File: config.mk
export PLATFORM = sky130hd
export DESIGN_NAME = board_top
export DESIGN_NICKNAME = d
export VERILOG_FILES = /design/src/hw/panel_pkg.sv /design/src/hw/video_pkg.sv /design/src/hw/board_top.sv /design/src/hw/vga_pmod_out.sv /design/src/hw/seg7_scan.sv /design/src/hw/lab_top.sv /design/src/hw/vga_timing.sv
export VERILOG_INCLUDE_DIRS = /design/src /design/src/hw
export SDC_FILE = /design/constraint.sdc
export NUM_CORES = 1
export LEC_CHECK = 0
export BUFFER_PORTS_ARGS = -buffer_cell sky130_fd_sc_hd__buf_2
export CELL_PAD_IN_SITES_DETAIL_PLACEMENT = 2
export CELL_PAD_IN_SITES_GLOBAL_PLACEMENT = 2
export CORE_ASPECT_RATIO = 2
export CORE_MARGIN = 4
export CORE_UTILIZATION = 35
export CTS_CLUSTER_DIAMETER = 200
export DETAILED_ROUTE_END_ITERATION = 6
export HOLD_SLACK_MARGIN = 0.12
export MAX_ROUTING_LAYER = met4
export PLACE_DENSITY_LB_ADDON = 0.1
export SETUP_SLACK_MARGIN = 0.2
export SLEW_MARGIN = 30
export SYNTH_ARGS = -nofsm -noshare
export SYNTH_HDL_FRONTEND = slang
export SYNTH_SLANG_ARGS = --single-unit
File: constraint.sdc
create_clock -name i_clk -period 2.5 [get_ports i_clk]
set_clock_uncertainty 0.05 [all_clocks]
set_input_delay 0.25 -clock i_clk [delete_from_list [all_inputs] [get_ports i_clk]]
set_output_delay 0.25 -clock i_clk [all_outputs]
set_load 0.03 [all_outputs]
File: src/hw/board_macros.svh
`ifndef BOARD_MACROS_SVH
`define BOARD_MACROS_SVH

// Clocks
`define CLK_MHZ          50
`define PIXEL_MHZ        25

//----------------------------------------------------------------------
// 640x480 at 60 Hz

`define H_ACTIVE         640
`define H_FRONT          16
`define H_SYNC           96
`define H_BACK           48
`define H_TOTAL          (`H_ACTIVE + `H_FRONT + `H_SYNC + `H_BACK)

`define V_ACTIVE         480
`define V_FRONT          10
`define V_SYNC           2
`define V_BACK           33
`define V_TOTAL          (`V_ACTIVE + `V_FRONT + `V_SYNC + `V_BACK)

//----------------------------------------------------------------------
// Front panel

`define N_DIGITS         4
`define SEG_SCAN_CYCLES  64     // Clocks each digit stays lit

`endif
File: src/hw/panel_pkg.sv
`include "board_macros.svh"

package panel_pkg;

    // Push buttons, bit 0 counts and bit 1 clears
    typedef logic [1:0] key_t;

    typedef logic [7:0] led_t;

    // One-hot, active high
    typedef logic [`N_DIGITS-1:0] digit_sel_t;

    // Segments a..g then the point
    typedef logic [7:0] seg_t;

    // Nibble 0 is the least significant digit
    typedef logic [`N_DIGITS-1:0][3:0] hex_digits_t;

endpackage

File: src/hw/video_pkg.sv
package video_pkg;

    // Screen position, x on top
    typedef struct packed
    {
        logic [9:0] x;
        logic [9:0] y;
    } pixel_pos_t;

    typedef struct packed
    {
        logic [3:0] red;
        logic [3:0] green;
        logic [3:0] blue;
    } rgb_t;

    typedef struct packed
    {
        logic hsync;       // Active low
        logic vsync;       // Active low
        logic display_on;
    } vga_sync_t;

    // Pin order on the two PMOD bytes
    typedef struct packed
    {
        logic [3:0] red;   // PMOD_1 upper nibble
        logic [3:0] blue;
        logic [3:0] green; // PMOD_0 upper nibble
        logic [1:0] pad;   // Unused pins, held low
        logic       vsync;
        logic       hsync;
    } pmod_vga_fields_t;

    typedef union packed
    {
        logic [15:0]      raw;
        pmod_vga_fields_t field;
    } pmod_vga_u;

endpackage

File: src/hw/board_top.sv
`timescale 1ns/1ps

module board_top
(
    input  logic                  i_clk,
    input  logic                  i_rst_n,
    input  panel_pkg::key_t       i_key,
    output panel_pkg::led_t       o_led,
    output panel_pkg::digit_sel_t o_digit,
    output panel_pkg::seg_t       o_hgfedcba,
    output logic [7:0]            o_pmod_0,
    output logic [7:0]            o_pmod_1
);

    logic                   pix_stb;
    video_pkg::pixel_pos_t  pos;
    video_pkg::vga_sync_t   vga_sync;
    video_pkg::rgb_t        rgb;
    panel_pkg::hex_digits_t hex;
    video_pkg::pmod_vga_u   pmod;

    //------------------------------------------------------------------

    vga_timing vga_timing_i
    (
        .i_clk      ( i_clk      ),
        .i_rst_n    ( i_rst_n    ),
        .o_pix_stb  ( pix_stb    ),
        .o_pos      ( pos        ),
        .o_sync     ( vga_sync   )
    );

    lab_top lab_top_i
    (
        .i_clk      ( i_clk      ),
        .i_rst_n    ( i_rst_n    ),
        .i_key      ( i_key      ),
        .i_pix_stb  ( pix_stb    ),
        .i_pos      ( pos        ),
        .o_led      ( o_led      ),
        .o_hex      ( hex        ),
        .o_rgb      ( rgb        )
    );

    seg7_scan seg7_scan_i
    (
        .i_clk      ( i_clk      ),
        .i_rst_n    ( i_rst_n    ),
        .i_hex      ( hex        ),
        .o_digit    ( o_digit    ),
        .o_hgfedcba ( o_hgfedcba )
    );

    vga_pmod_out vga_pmod_out_i
    (
        .i_clk      ( i_clk      ),
        .i_rst_n    ( i_rst_n    ),
        .i_pix_stb  ( pix_stb    ),
        .i_sync     ( vga_sync   ),
        .i_rgb      ( rgb        ),
        .o_pmod     ( pmod       )
    );

    assign {o_pmod_1, o_pmod_0} = pmod.raw;  // Upper byte on PMOD_1

endmodule

File: src/hw/vga_pmod_out.sv
`timescale 1ns/1ps

module vga_pmod_out
(
    input  logic                 i_clk,
    input  logic                 i_rst_n,
    input  logic                 i_pix_stb,
    input  video_pkg::vga_sync_t i_sync,
    input  video_pkg::rgb_t      i_rgb,
    output video_pkg::pmod_vga_u o_pmod
);

    localparam logic [15:0] PMOD_IDLE = 16'h0003;  // Syncs high, colour off

    video_pkg::vga_sync_t sync_d;
    video_pkg::rgb_t      rgb_vis;
    video_pkg::pmod_vga_u pmod_next;

    // Colour arrives one pixel late, so sync waits one pixel too
    always_ff @(posedge i_clk or negedge i_rst_n)
    begin
        if (!i_rst_n)
        begin
            sync_d.hsync      <= 1'b1;
            sync_d.vsync      <= 1'b1;
            sync_d.display_on <= 1'b0;
        end
        else if (i_pix_stb)
            sync_d <= i_sync;
    end

    assign rgb_vis = sync_d.display_on ? i_rgb : '0;  // Blank outside the picture

    always_comb
    begin
        pmod_next.field.red   = rgb_vis.red;
        pmod_next.field.blue  = rgb_vis.blue;
        pmod_next.field.green = rgb_vis.green;
        pmod_next.field.pad   = 2'b00;
        pmod_next.field.vsync = sync_d.vsync;
        pmod_next.field.hsync = sync_d.hsync;
    end

    always_ff @(posedge i_clk or negedge i_rst_n)
    begin
        if (!i_rst_n)
            o_pmod.raw <= PMOD_IDLE;
        else if (i_pix_stb)
            o_pmod <= pmod_next;
    end

    a_blank: assert property (@(posedge i_clk) disable iff (!i_rst_n)
        i_pix_stb && !sync_d.display_on |=>
            o_pmod.field.red == '0 && o_pmod.field.green == '0 &&
            o_pmod.field.blue == '0);

endmodule

File: src/hw/seg7_scan.sv
`timescale 1ns/1ps

`include "board_macros.svh"

module seg7_scan
(
    input  logic                   i_clk,
    input  logic                   i_rst_n,
    input  panel_pkg::hex_digits_t i_hex,
    output panel_pkg::digit_sel_t  o_digit,
    output panel_pkg::seg_t        o_hgfedcba
);

    localparam int SCAN_W  = $clog2(`SEG_SCAN_CYCLES);
    localparam int INDEX_W = $clog2(`N_DIGITS);

    logic [SCAN_W-1:0]  scan_cnt;
    logic [INDEX_W-1:0] digit_idx;
    logic [3:0]         nibble;
    panel_pkg::seg_t    abcdefgh;

    // Refresh and digit rotation
    always_ff @(posedge i_clk or negedge i_rst_n)
    begin
        if (!i_rst_n)
        begin
            scan_cnt  <= '0;
            digit_idx <= '0;
            o_digit   <= panel_pkg::digit_sel_t'(1);
        end
        else if (scan_cnt == `SEG_SCAN_CYCLES - 1)
        begin
            scan_cnt  <= '0;
            o_digit   <= {o_digit[`N_DIGITS-2:0], o_digit[`N_DIGITS-1]};
            digit_idx <= (digit_idx == `N_DIGITS - 1) ? '0 : digit_idx + 1'b1;
        end
        else
            scan_cnt <= scan_cnt + 1'b1;
    end

    assign nibble = i_hex[digit_idx];

    //------------------------------------------------------------------
    // Hex decode, point always off

    always_comb
    begin
        case (nibble)
            4'h0: abcdefgh = 8'b1111_1100;
            4'h1: abcdefgh = 8'b0110_0000;
            4'h2: abcdefgh = 8'b1101_1010;
            4'h3: abcdefgh = 8'b1111_0010;
            4'h4: abcdefgh = 8'b0110_0110;
            4'h5: abcdefgh = 8'b1011_0110;
            4'h6: abcdefgh = 8'b1011_1110;
            4'h7: abcdefgh = 8'b1110_0000;
            4'h8: abcdefgh = 8'b1111_1110;
            4'h9: abcdefgh = 8'b1111_0110;
            4'ha: abcdefgh = 8'b1110_1110;
            4'hb: abcdefgh = 8'b0011_1110;
            4'hc: abcdefgh = 8'b1001_1100;
            4'hd: abcdefgh = 8'b0111_1010;
            4'he: abcdefgh = 8'b1001_1110;
            default: abcdefgh = 8'b1000_1110;   // F
        endcase
    end

    // Board wires segment a to bit 0
    always_comb
    begin
        for (int i = 0; i < $bits(abcdefgh); i++)
            o_hgfedcba[i] = abcdefgh[$bits(abcdefgh) - 1 - i];
    end

    a_digit_onehot: assert property (@(posedge i_clk) disable iff (!i_rst_n)
        $onehot(o_digit) && o_digit[digit_idx]);

endmodule

File: src/hw/lab_top.sv
`timescale 1ns/1ps

module lab_top
(
    input  logic                   i_clk,
    input  logic                   i_rst_n,
    input  panel_pkg::key_t        i_key,
    input  logic                   i_pix_stb,
    input  video_pkg::pixel_pos_t  i_pos,
    output panel_pkg::led_t        o_led,
    output panel_pkg::hex_digits_t o_hex,
    output video_pkg::rgb_t        o_rgb
);

    panel_pkg::key_t key_meta;
    panel_pkg::key_t key_sync;
    logic            key0_prev;
    logic            press;
    logic [15:0]     press_cnt;

    //------------------------------------------------------------------
    // Keys

    always_ff @(posedge i_clk or negedge i_rst_n)
    begin
        if (!i_rst_n)
        begin
            key_meta  <= '0;
            key_sync  <= '0;
            key0_prev <= 1'b0;
        end
        else
        begin
            key_meta  <= i_key;
            key_sync  <= key_meta;
            key0_prev <= key_sync[0];
        end
    end

    assign press = key_sync[0] && !key0_prev;  // Rising edge of key 0

    // Count moves on the third edge after the key rises
    always_ff @(posedge i_clk or negedge i_rst_n)
    begin
        if (!i_rst_n)
            press_cnt <= '0;
        else if (key_sync[1])
            press_cnt <= '0;                    // Clear wins over a press
        else if (press)
            press_cnt <= press_cnt + 16'd1;
    end

    assign o_led = press_cnt[7:0];
    assign o_hex = press_cnt;                   // Digit 0 is the low nibble

    //------------------------------------------------------------------
    // Test pattern, one pixel behind the position

    always_ff @(posedge i_clk)
    begin
        if (i_pix_stb)
        begin
            o_rgb.red   <= i_pos.x[7:4];
            o_rgb.green <= i_pos.y[7:4];
            o_rgb.blue  <= press_cnt[3:0];
        end
    end

endmodule

File: src/hw/vga_timing.sv
`timescale 1ns/1ps

`include "board_macros.svh"

module vga_timing
(
    input  logic                  i_clk,
    input  logic                  i_rst_n,
    output logic                  o_pix_stb,
    output video_pkg::pixel_pos_t o_pos,
    output video_pkg::vga_sync_t  o_sync
);

    localparam int DIV        = `CLK_MHZ / `PIXEL_MHZ;
    localparam int H_SYNC_BEG = `H_ACTIVE + `H_FRONT;
    localparam int H_SYNC_END = H_SYNC_BEG + `H_SYNC;
    localparam int V_SYNC_BEG = `V_ACTIVE + `V_FRONT;
    localparam int V_SYNC_END = V_SYNC_BEG + `V_SYNC;

    logic [$clog2(DIV)-1:0] div_cnt;
    logic [9:0]             x_next;
    logic [9:0]             y_next;

    //------------------------------------------------------------------
    // Pixel enable, one clock in DIV

    always_ff @(posedge i_clk or negedge i_rst_n)
    begin
        if (!i_rst_n)
        begin
            div_cnt   <= '0;
            o_pix_stb <= 1'b0;
        end
        else if (div_cnt == DIV - 1)
        begin
            div_cnt   <= '0;
            o_pix_stb <= 1'b1;
        end
        else
        begin
            div_cnt   <= div_cnt + 1'b1;
            o_pix_stb <= 1'b0;
        end
    end

    //------------------------------------------------------------------
    // Counters, with sync decoded from the next position so both line up

    always_comb
    begin
        x_next = o_pos.x + 10'd1;
        y_next = o_pos.y;
        if (o_pos.x == `H_TOTAL - 1)
        begin
            x_next = '0;
            y_next = (o_pos.y == `V_TOTAL - 1) ? '0 : o_pos.y + 10'd1;
        end
    end

    always_ff @(posedge i_clk or negedge i_rst_n)
    begin
        if (!i_rst_n)
        begin
            o_pos             <= '0;
            o_sync.hsync      <= 1'b1;
            o_sync.vsync      <= 1'b1;
            o_sync.display_on <= 1'b0;
        end
        else if (o_pix_stb)
        begin
            o_pos.x           <= x_next;
            o_pos.y           <= y_next;
            o_sync.hsync      <= !(x_next >= H_SYNC_BEG && x_next < H_SYNC_END);
            o_sync.vsync      <= !(y_next >= V_SYNC_BEG && y_next < V_SYNC_END);
            o_sync.display_on <= (x_next < `H_ACTIVE) && (y_next < `V_ACTIVE);
        end
    end

    a_pos_range: assert property (@(posedge i_clk) disable iff (!i_rst_n)
        o_pos.x < `H_TOTAL && o_pos.y < `V_TOTAL);

endmodule

Yosys cells after proc, flatten, opt, wreduce, memory -nomap -nowiden
Memory sizes are Yosys's and may differ from the RTL's.
Cells that the tools add are included.
- register bits after elaboration: 87
- bits in read-only memories: 112
- input bits: 4
- logic and storage cells: 59
- memories kept: 1
- $add $sub $neg: 6
- magnitude comparators: 7
- equality and inequality tests: 4
- multiplexer cells: 12
- reductions and logical operators: 8
- memory list (name ; words ; bits a word ; rd ports ; clocked after memory_dff ; wr ports ; line ; source):
    (no name shown) ; 16 ; 7 ; 1 ; 0 ; 0 ; seg7_scan.sv:48 ; case (nibble)
- operators by type and width (kind ; number):
    2-to-1 mux 16 bit ; 2
    2-to-1 mux 10 bit ; 3
    adder 10 x 1 -> 10 bit (second input constant) ; 2
    == test 10 bit (second input constant) ; 2
    < comparator 10 bit (second input constant) ; 2
    < comparator 10 x 9 -> 1 bit (second input constant) ; 2
    adder 16 x 1 -> 16 bit (second input constant) ; 1
    2-to-1 mux 12 bit ; 1
    >= comparator 10 bit (second input constant) ; 1
    >= comparator 10 x 9 -> 1 bit (second input constant) ; 1
    binary-select mux 4 bit (select 2 bit) ; 1
    adder 6 x 1 -> 6 bit (second input constant) ; 1
    == test 6 bit (second input constant) ; 1
    2-to-1 mux 6 bit ; 1
    logical AND 1 bit ; 4
    2-to-1 mux 4 bit ; 1
    logical NOT 1 bit ; 3
    < comparator 2 x 3 -> 1 bit (second input constant) ; 1
    adder 2 x 1 -> 2 bit (second input constant) ; 1
    == test 2 bit (second input constant) ; 1
    2-to-1 mux 1 bit ; 2
    2-to-1 mux 2 bit ; 1
    nonzero test 2 bit ; 1
    adder 1 bit (second input constant) ; 1

Longest topological paths before layout
- word-level depth: 6
- gate-level depth with buffers: 9
- gate-level depth less buffers: 8

By module
A second synthesis with hierarchy kept.
- cells, all modules: 432
- area total of the unflattened synthesis: 4675.7 um2
- modules (own cells, without submodules) (module ; instances ; cells an instance ; area an instance (um2) ; sequential area each (um2)):
    vga_timing ; 1 ; 182 ; 1626.6 ; 628.1
    lab_top ; 1 ; 111 ; 1360.1 ; 885.8
    seg7_scan ; 1 ; 74 ; 883.3 ; 301.5
    vga_pmod_out ; 1 ; 65 ; 805.8 ; 430.4

Worst setup path before layout
OpenSTA, ideal clock, no wires.
- kind: reg2out
- start point: register seg7_scan_i.digit_idx[0]
- end point: output o_hgfedcba[3]
- arrival: 2.255 ns
- required time: 2.200 ns
- setup slack: -0.055 ns
- stages on the path, launching flop included: 7
- buffers on the path: 1
- path through: dfrtp_1 clkbuf_1 mux4_2 inv_1 ha_1 mux4_2 inv_1
- longest elaborated chain between the ends: 3
- RTL lines (item ; line ; source):
    start, declared ; seg7_scan.sv:18 ; logic [INDEX_W-1:0] digit_idx;
    start signal, assigned ; seg7_scan.sv:35 ; digit_idx <= (digit_idx == `N_DIGITS - 1) ? '0 : digit_idx + 1'b1;
    binary-select mux 4 bit (select 2 bit) ; seg7_scan.sv:41 ; assign nibble = i_hex[digit_idx];
    2-to-1 mux 4 bit (not written as such) ; seg7_scan.sv:41 ;
    memory (16 x 7 bit) ; n/a ;
    end, declared ; board_top.sv:10 ; output panel_pkg::seg_t o_hgfedcba,
No other way between the ends. The select of a mux whose other input is x is not followed.

Final worst setup path
- start point: register lab_top_i.press_cnt[12] (netlist: lab_top_i.o_hex[12])
- end point: output o_hgfedcba[3]
- longest elaborated chain between the ends: 3
- RTL lines (item ; line ; source):
    start, declared ; lab_top.sv:19 ; logic [15:0] press_cnt;
    start signal, assigned ; lab_top.sv:50 ; press_cnt <= press_cnt + 16'd1;
    binary-select mux 4 bit (select 2 bit) ; seg7_scan.sv:41 ;
    2-to-1 mux 4 bit (not written as such) ; seg7_scan.sv:41 ;
    memory (16 x 7 bit) ; n/a ;
No other way between the ends. The select of a mux whose other input is x is not followed.

==> flow_summary_export.csv <==
group,metric,value,unit
global_routing,antenna_found_initial,0,
min_path,hp-start,"lab_top_i.key_meta[1]",
timing,fin_setup_tns,-0.386,ns
clock_tree,cts_sinks,87,
synth,synth_cell_type_count,53,
synth,muxShareOfSynthArea,6.92,%
synth,synth_edf_count,12,
worst_setup_path,slowest_delay,0.58,ns
global_routing,grt_max_degree,42,
finish,layout_common_cells,"dfrtp_1, o21ai_0, nor2_1",
power_and_ir_drop,p_per_area,570,nW/µm²
global_routing,grt_use_total,18.8,%
clock_tree,path_clk_slew,0.06,ns
finish,fin_util,43.4,%
clock_tree,root_buffer,"clkbuf_16",
min_path,min_path_cells,0,
route,dr.first_iter.drc_count,121,
synth,synth_seq_cells,87,
power_and_ir_drop,total_leakage_power,2.31,nW
worst_setup_path,cp.required,2.20,ns
timing,layout_worst_path_cycle_share,107,%
timing,final-hold-violation-count,0,
synth,yosys.area_share.simple,16.5,%
floorplanning,chipHeight,165,µm
finish,area_delta_synth_final,21.3,%
clock_tree,cts_buffers,9,
floorplanning,die_area,14400,µm²
synth,async_flop_share,86.2,%
finish,nFillCells,1297,
synth,yosys_warnings,0,
min_path,hold_end,"lab_top_i.key_sync[1]",
finish,multi_input_area,1930,µm²
worst_setup_path,critical_path_class,"register to output port",
placed_design,gp_congestion,0.836,
timing,maxSlewViolCount,0,
clock_tree,cts_tree,"yes",
placed_design,portBuffers,36,
worst_setup_path,r2r-end,"vga_timing_i.o_sync[1]",
timing,setup_violations,7,
synth,synth_compound_area_share,9.83,%
route,num_vias,3307,
route,post_drt_via_cell_ratio,5.39,
global_routing,grt_pass1_wl,19900,µm
finish,register_area,2250,µm²
global_routing,grt_overflow,0,
power_and_ir_drop,power,0.00300,W
worst_setup_path,crit_arrival,2.37,ns
floorplanning,io_pins,40,
worst_setup_path,start_kind,"register",
synth,ys.flop_type,"dfrtp_1",
timing,period_needed,2.67,ns
synth,synth_top_family_by_area,"simple AND/OR/NAND/NOR gates",
global_routing,grt_pass1_vias,3779,
outcome,outcome,"finished with violations",
synth,syn_area_per_cell,10.7,µm²
route,ant_nets,0,
timing,worst_slack,-0.166,ns
synth,syn_inst,407,
worst_setup_path,r2r-start,"vga_timing_i.o_pos[11]",
finish,fin_nets,480,
synth,yosysSeqAreaShare,51.8,%
worst_setup_path,crit_slowest_cell,"mux4_2",
finish,insertedDiodeCount,0,
timing,slew_headroom,54.4,%
finish,final_common_cell,"dfrtp_1",
floorplanning,core,12100,µm²
timing,max_freq,375,MHz
floorplanning,fp.dieW,86.7,µm
placed_design,dpl.hpwl,8500,µm
route,dr.pass1.iters,4,
floorplanning,rows,57,
worst_setup_path,cp_max_fo,5,
route,drcViolationCount,0,
placed_design,dp_slack,0.136,ns
finish,layout-drive-gt1-share,27.8,%
worst_setup_path,cp-end-kind,"output port",
worst_setup_path,path_cells,"mux4_2 -> inv_2 -> ha_4 -> mux4_2 -> inv_2 -> buf_6",
worst_setup_path,r2r_slack,0.32,ns
floorplanning,start_util,35.8,%
clock_tree,cts_htree_levels,3,
flow_run,drv_cap,0,
route,postRouteWirelength,12200,µm
min_path,hold_class,"register to register",
synth,synth_area,4340,µm²
clock_tree,cts_buffer_depth,2,
power_and_ir_drop,ir_drop,0.322,mV
route,wire_per_inst,19.9,µm
outcome,violations,"setup timing",
timing,worst_pin_slew,0.682,ns
timing,rsz0062_at_grt,"yes",
worst_setup_path,r2r_cells,7,
synth,yosys.area_share.adder,4.04,%
clock_tree,clk_latency,0.34,ns
synth,synth-xor-area-share,5.45,%
-- cell type report --
type / count / share of cell area (%)
multi-input combinational: 272 / 36.7
sequential: 87 / 42.7
inverter: 21 / 1.50
clock buffer: 12 / 4.90
timing repair buffer: 71 / 9.65
tap: 147 / 3.49
clock inverter: 4 / 1.02
-- layer usage --
metal	routed length, µm	vias up	GRT usage [%]
met5	0	-	-
met4	365	0	7.73
met3	265	25	2.53
met2	7380	52	36.4
met1	4240	1700	18.0
li1	-	1530	-
-- report_power, final --
group	total, W	internal, W	switching [W]
combinational	0.000142	0.0000506	0.0000915
sequential	0.00145	0.00144	0.00000836
clock	0.00141	0.000839	0.000573
-- critical path: cells and delay by family, from the launching register on --
family / cells / cell delay (ns)
mux: 2 / 1.05
buf+inv: 3 / 0.32
fa+ha+maj: 1 / 0.21
flops: 1 / 0.45
-- cell usage after synthesis, types with 3 or more instances --
cell type,instances,area (µm²)
ha_1,14,175
nand3_1,31,155
edfxtp_1,12,360
xor2_1,18,158
nor2_1,33,124
nor3_1,6,30.0
nand4_1,8,50.1
o21ai_0,33,165
dfrtp_1,68,1700
mux4_2,5,113
xnor2_1,9,78.8
clkbuf_1,12,45.0
a21oi_1,13,65.1
nand2_1,24,90.1
dfstp_2,7,184
or3_1,3,18.8
o31ai_1,4,30.0
mux2i_1,3,30.0
mux2_2,14,158
nor2b_1,4,25.0
buf_4,12,90.1
and2_1,3,18.8
inv_1,21,78.8
and3_1,11,68.8
a31oi_1,3,18.8
buf_2,3,15.0
-- stage by stage --
step                      std cells  area, µm²  hold slack [ns]
after floorplan                 409       4370          -0.0956
after global placement          584       4730            0.233
after detailed placement        584       4730            0.238
after CTS                       612       5220            0.303
after global routing            614       5260            0.331
final                           614       5260            0.308
-- worst max path at each step --
stage	from	to	slack, ns
global placement	seg7_scan_i.digit_idx[0]	o_hgfedcba[3]	0.19
CTS	seg7_scan_i.digit_idx[0]	o_hgfedcba[3]	-0.12
global route	seg7_scan_i.digit_idx[0]	o_hgfedcba[3]	-0.23
floorplan	seg7_scan_i.digit_idx[0]	o_hgfedcba[3]	0.12
detailed placement	seg7_scan_i.digit_idx[0]	o_hgfedcba[3]	0.14
finish	lab_top_i.o_hex[12]	o_hgfedcba[3]	-0.17
-- cells by family after synthesis --
group / Yosys count
fa+ha+maj: 14
xor+xnor: 27
other cells: 1
buf+inv: 50
mux: 22
simple gates: 135
flops: 87
compound gates: 71
-- flip-flops by register name, indices dropped and copies added (netlist names), 3 cells and up --
register               count
seg7_scan_i.scan_cnt       6
lab_top_i.o_rgb           12
vga_pmod_out_i.o_pmod     14
lab_top_i.o_hex           16
vga_timing_i.o_sync        3
seg7_scan_i.o_digit        4
vga_timing_i.o_pos        20
-- what timing repair did --
action                                  4_1_cts  5_1_grt
pin swaps                                     4        5
resized for setup                            24        7
endpoints found under the setup margin        7       11
endpoints found under the hold margin        36        0
buffers inserted                              9        2
hold buffers                                  3        0
cloned                                        0        0
Note: power is estimated with default switching activity, not from simulation.
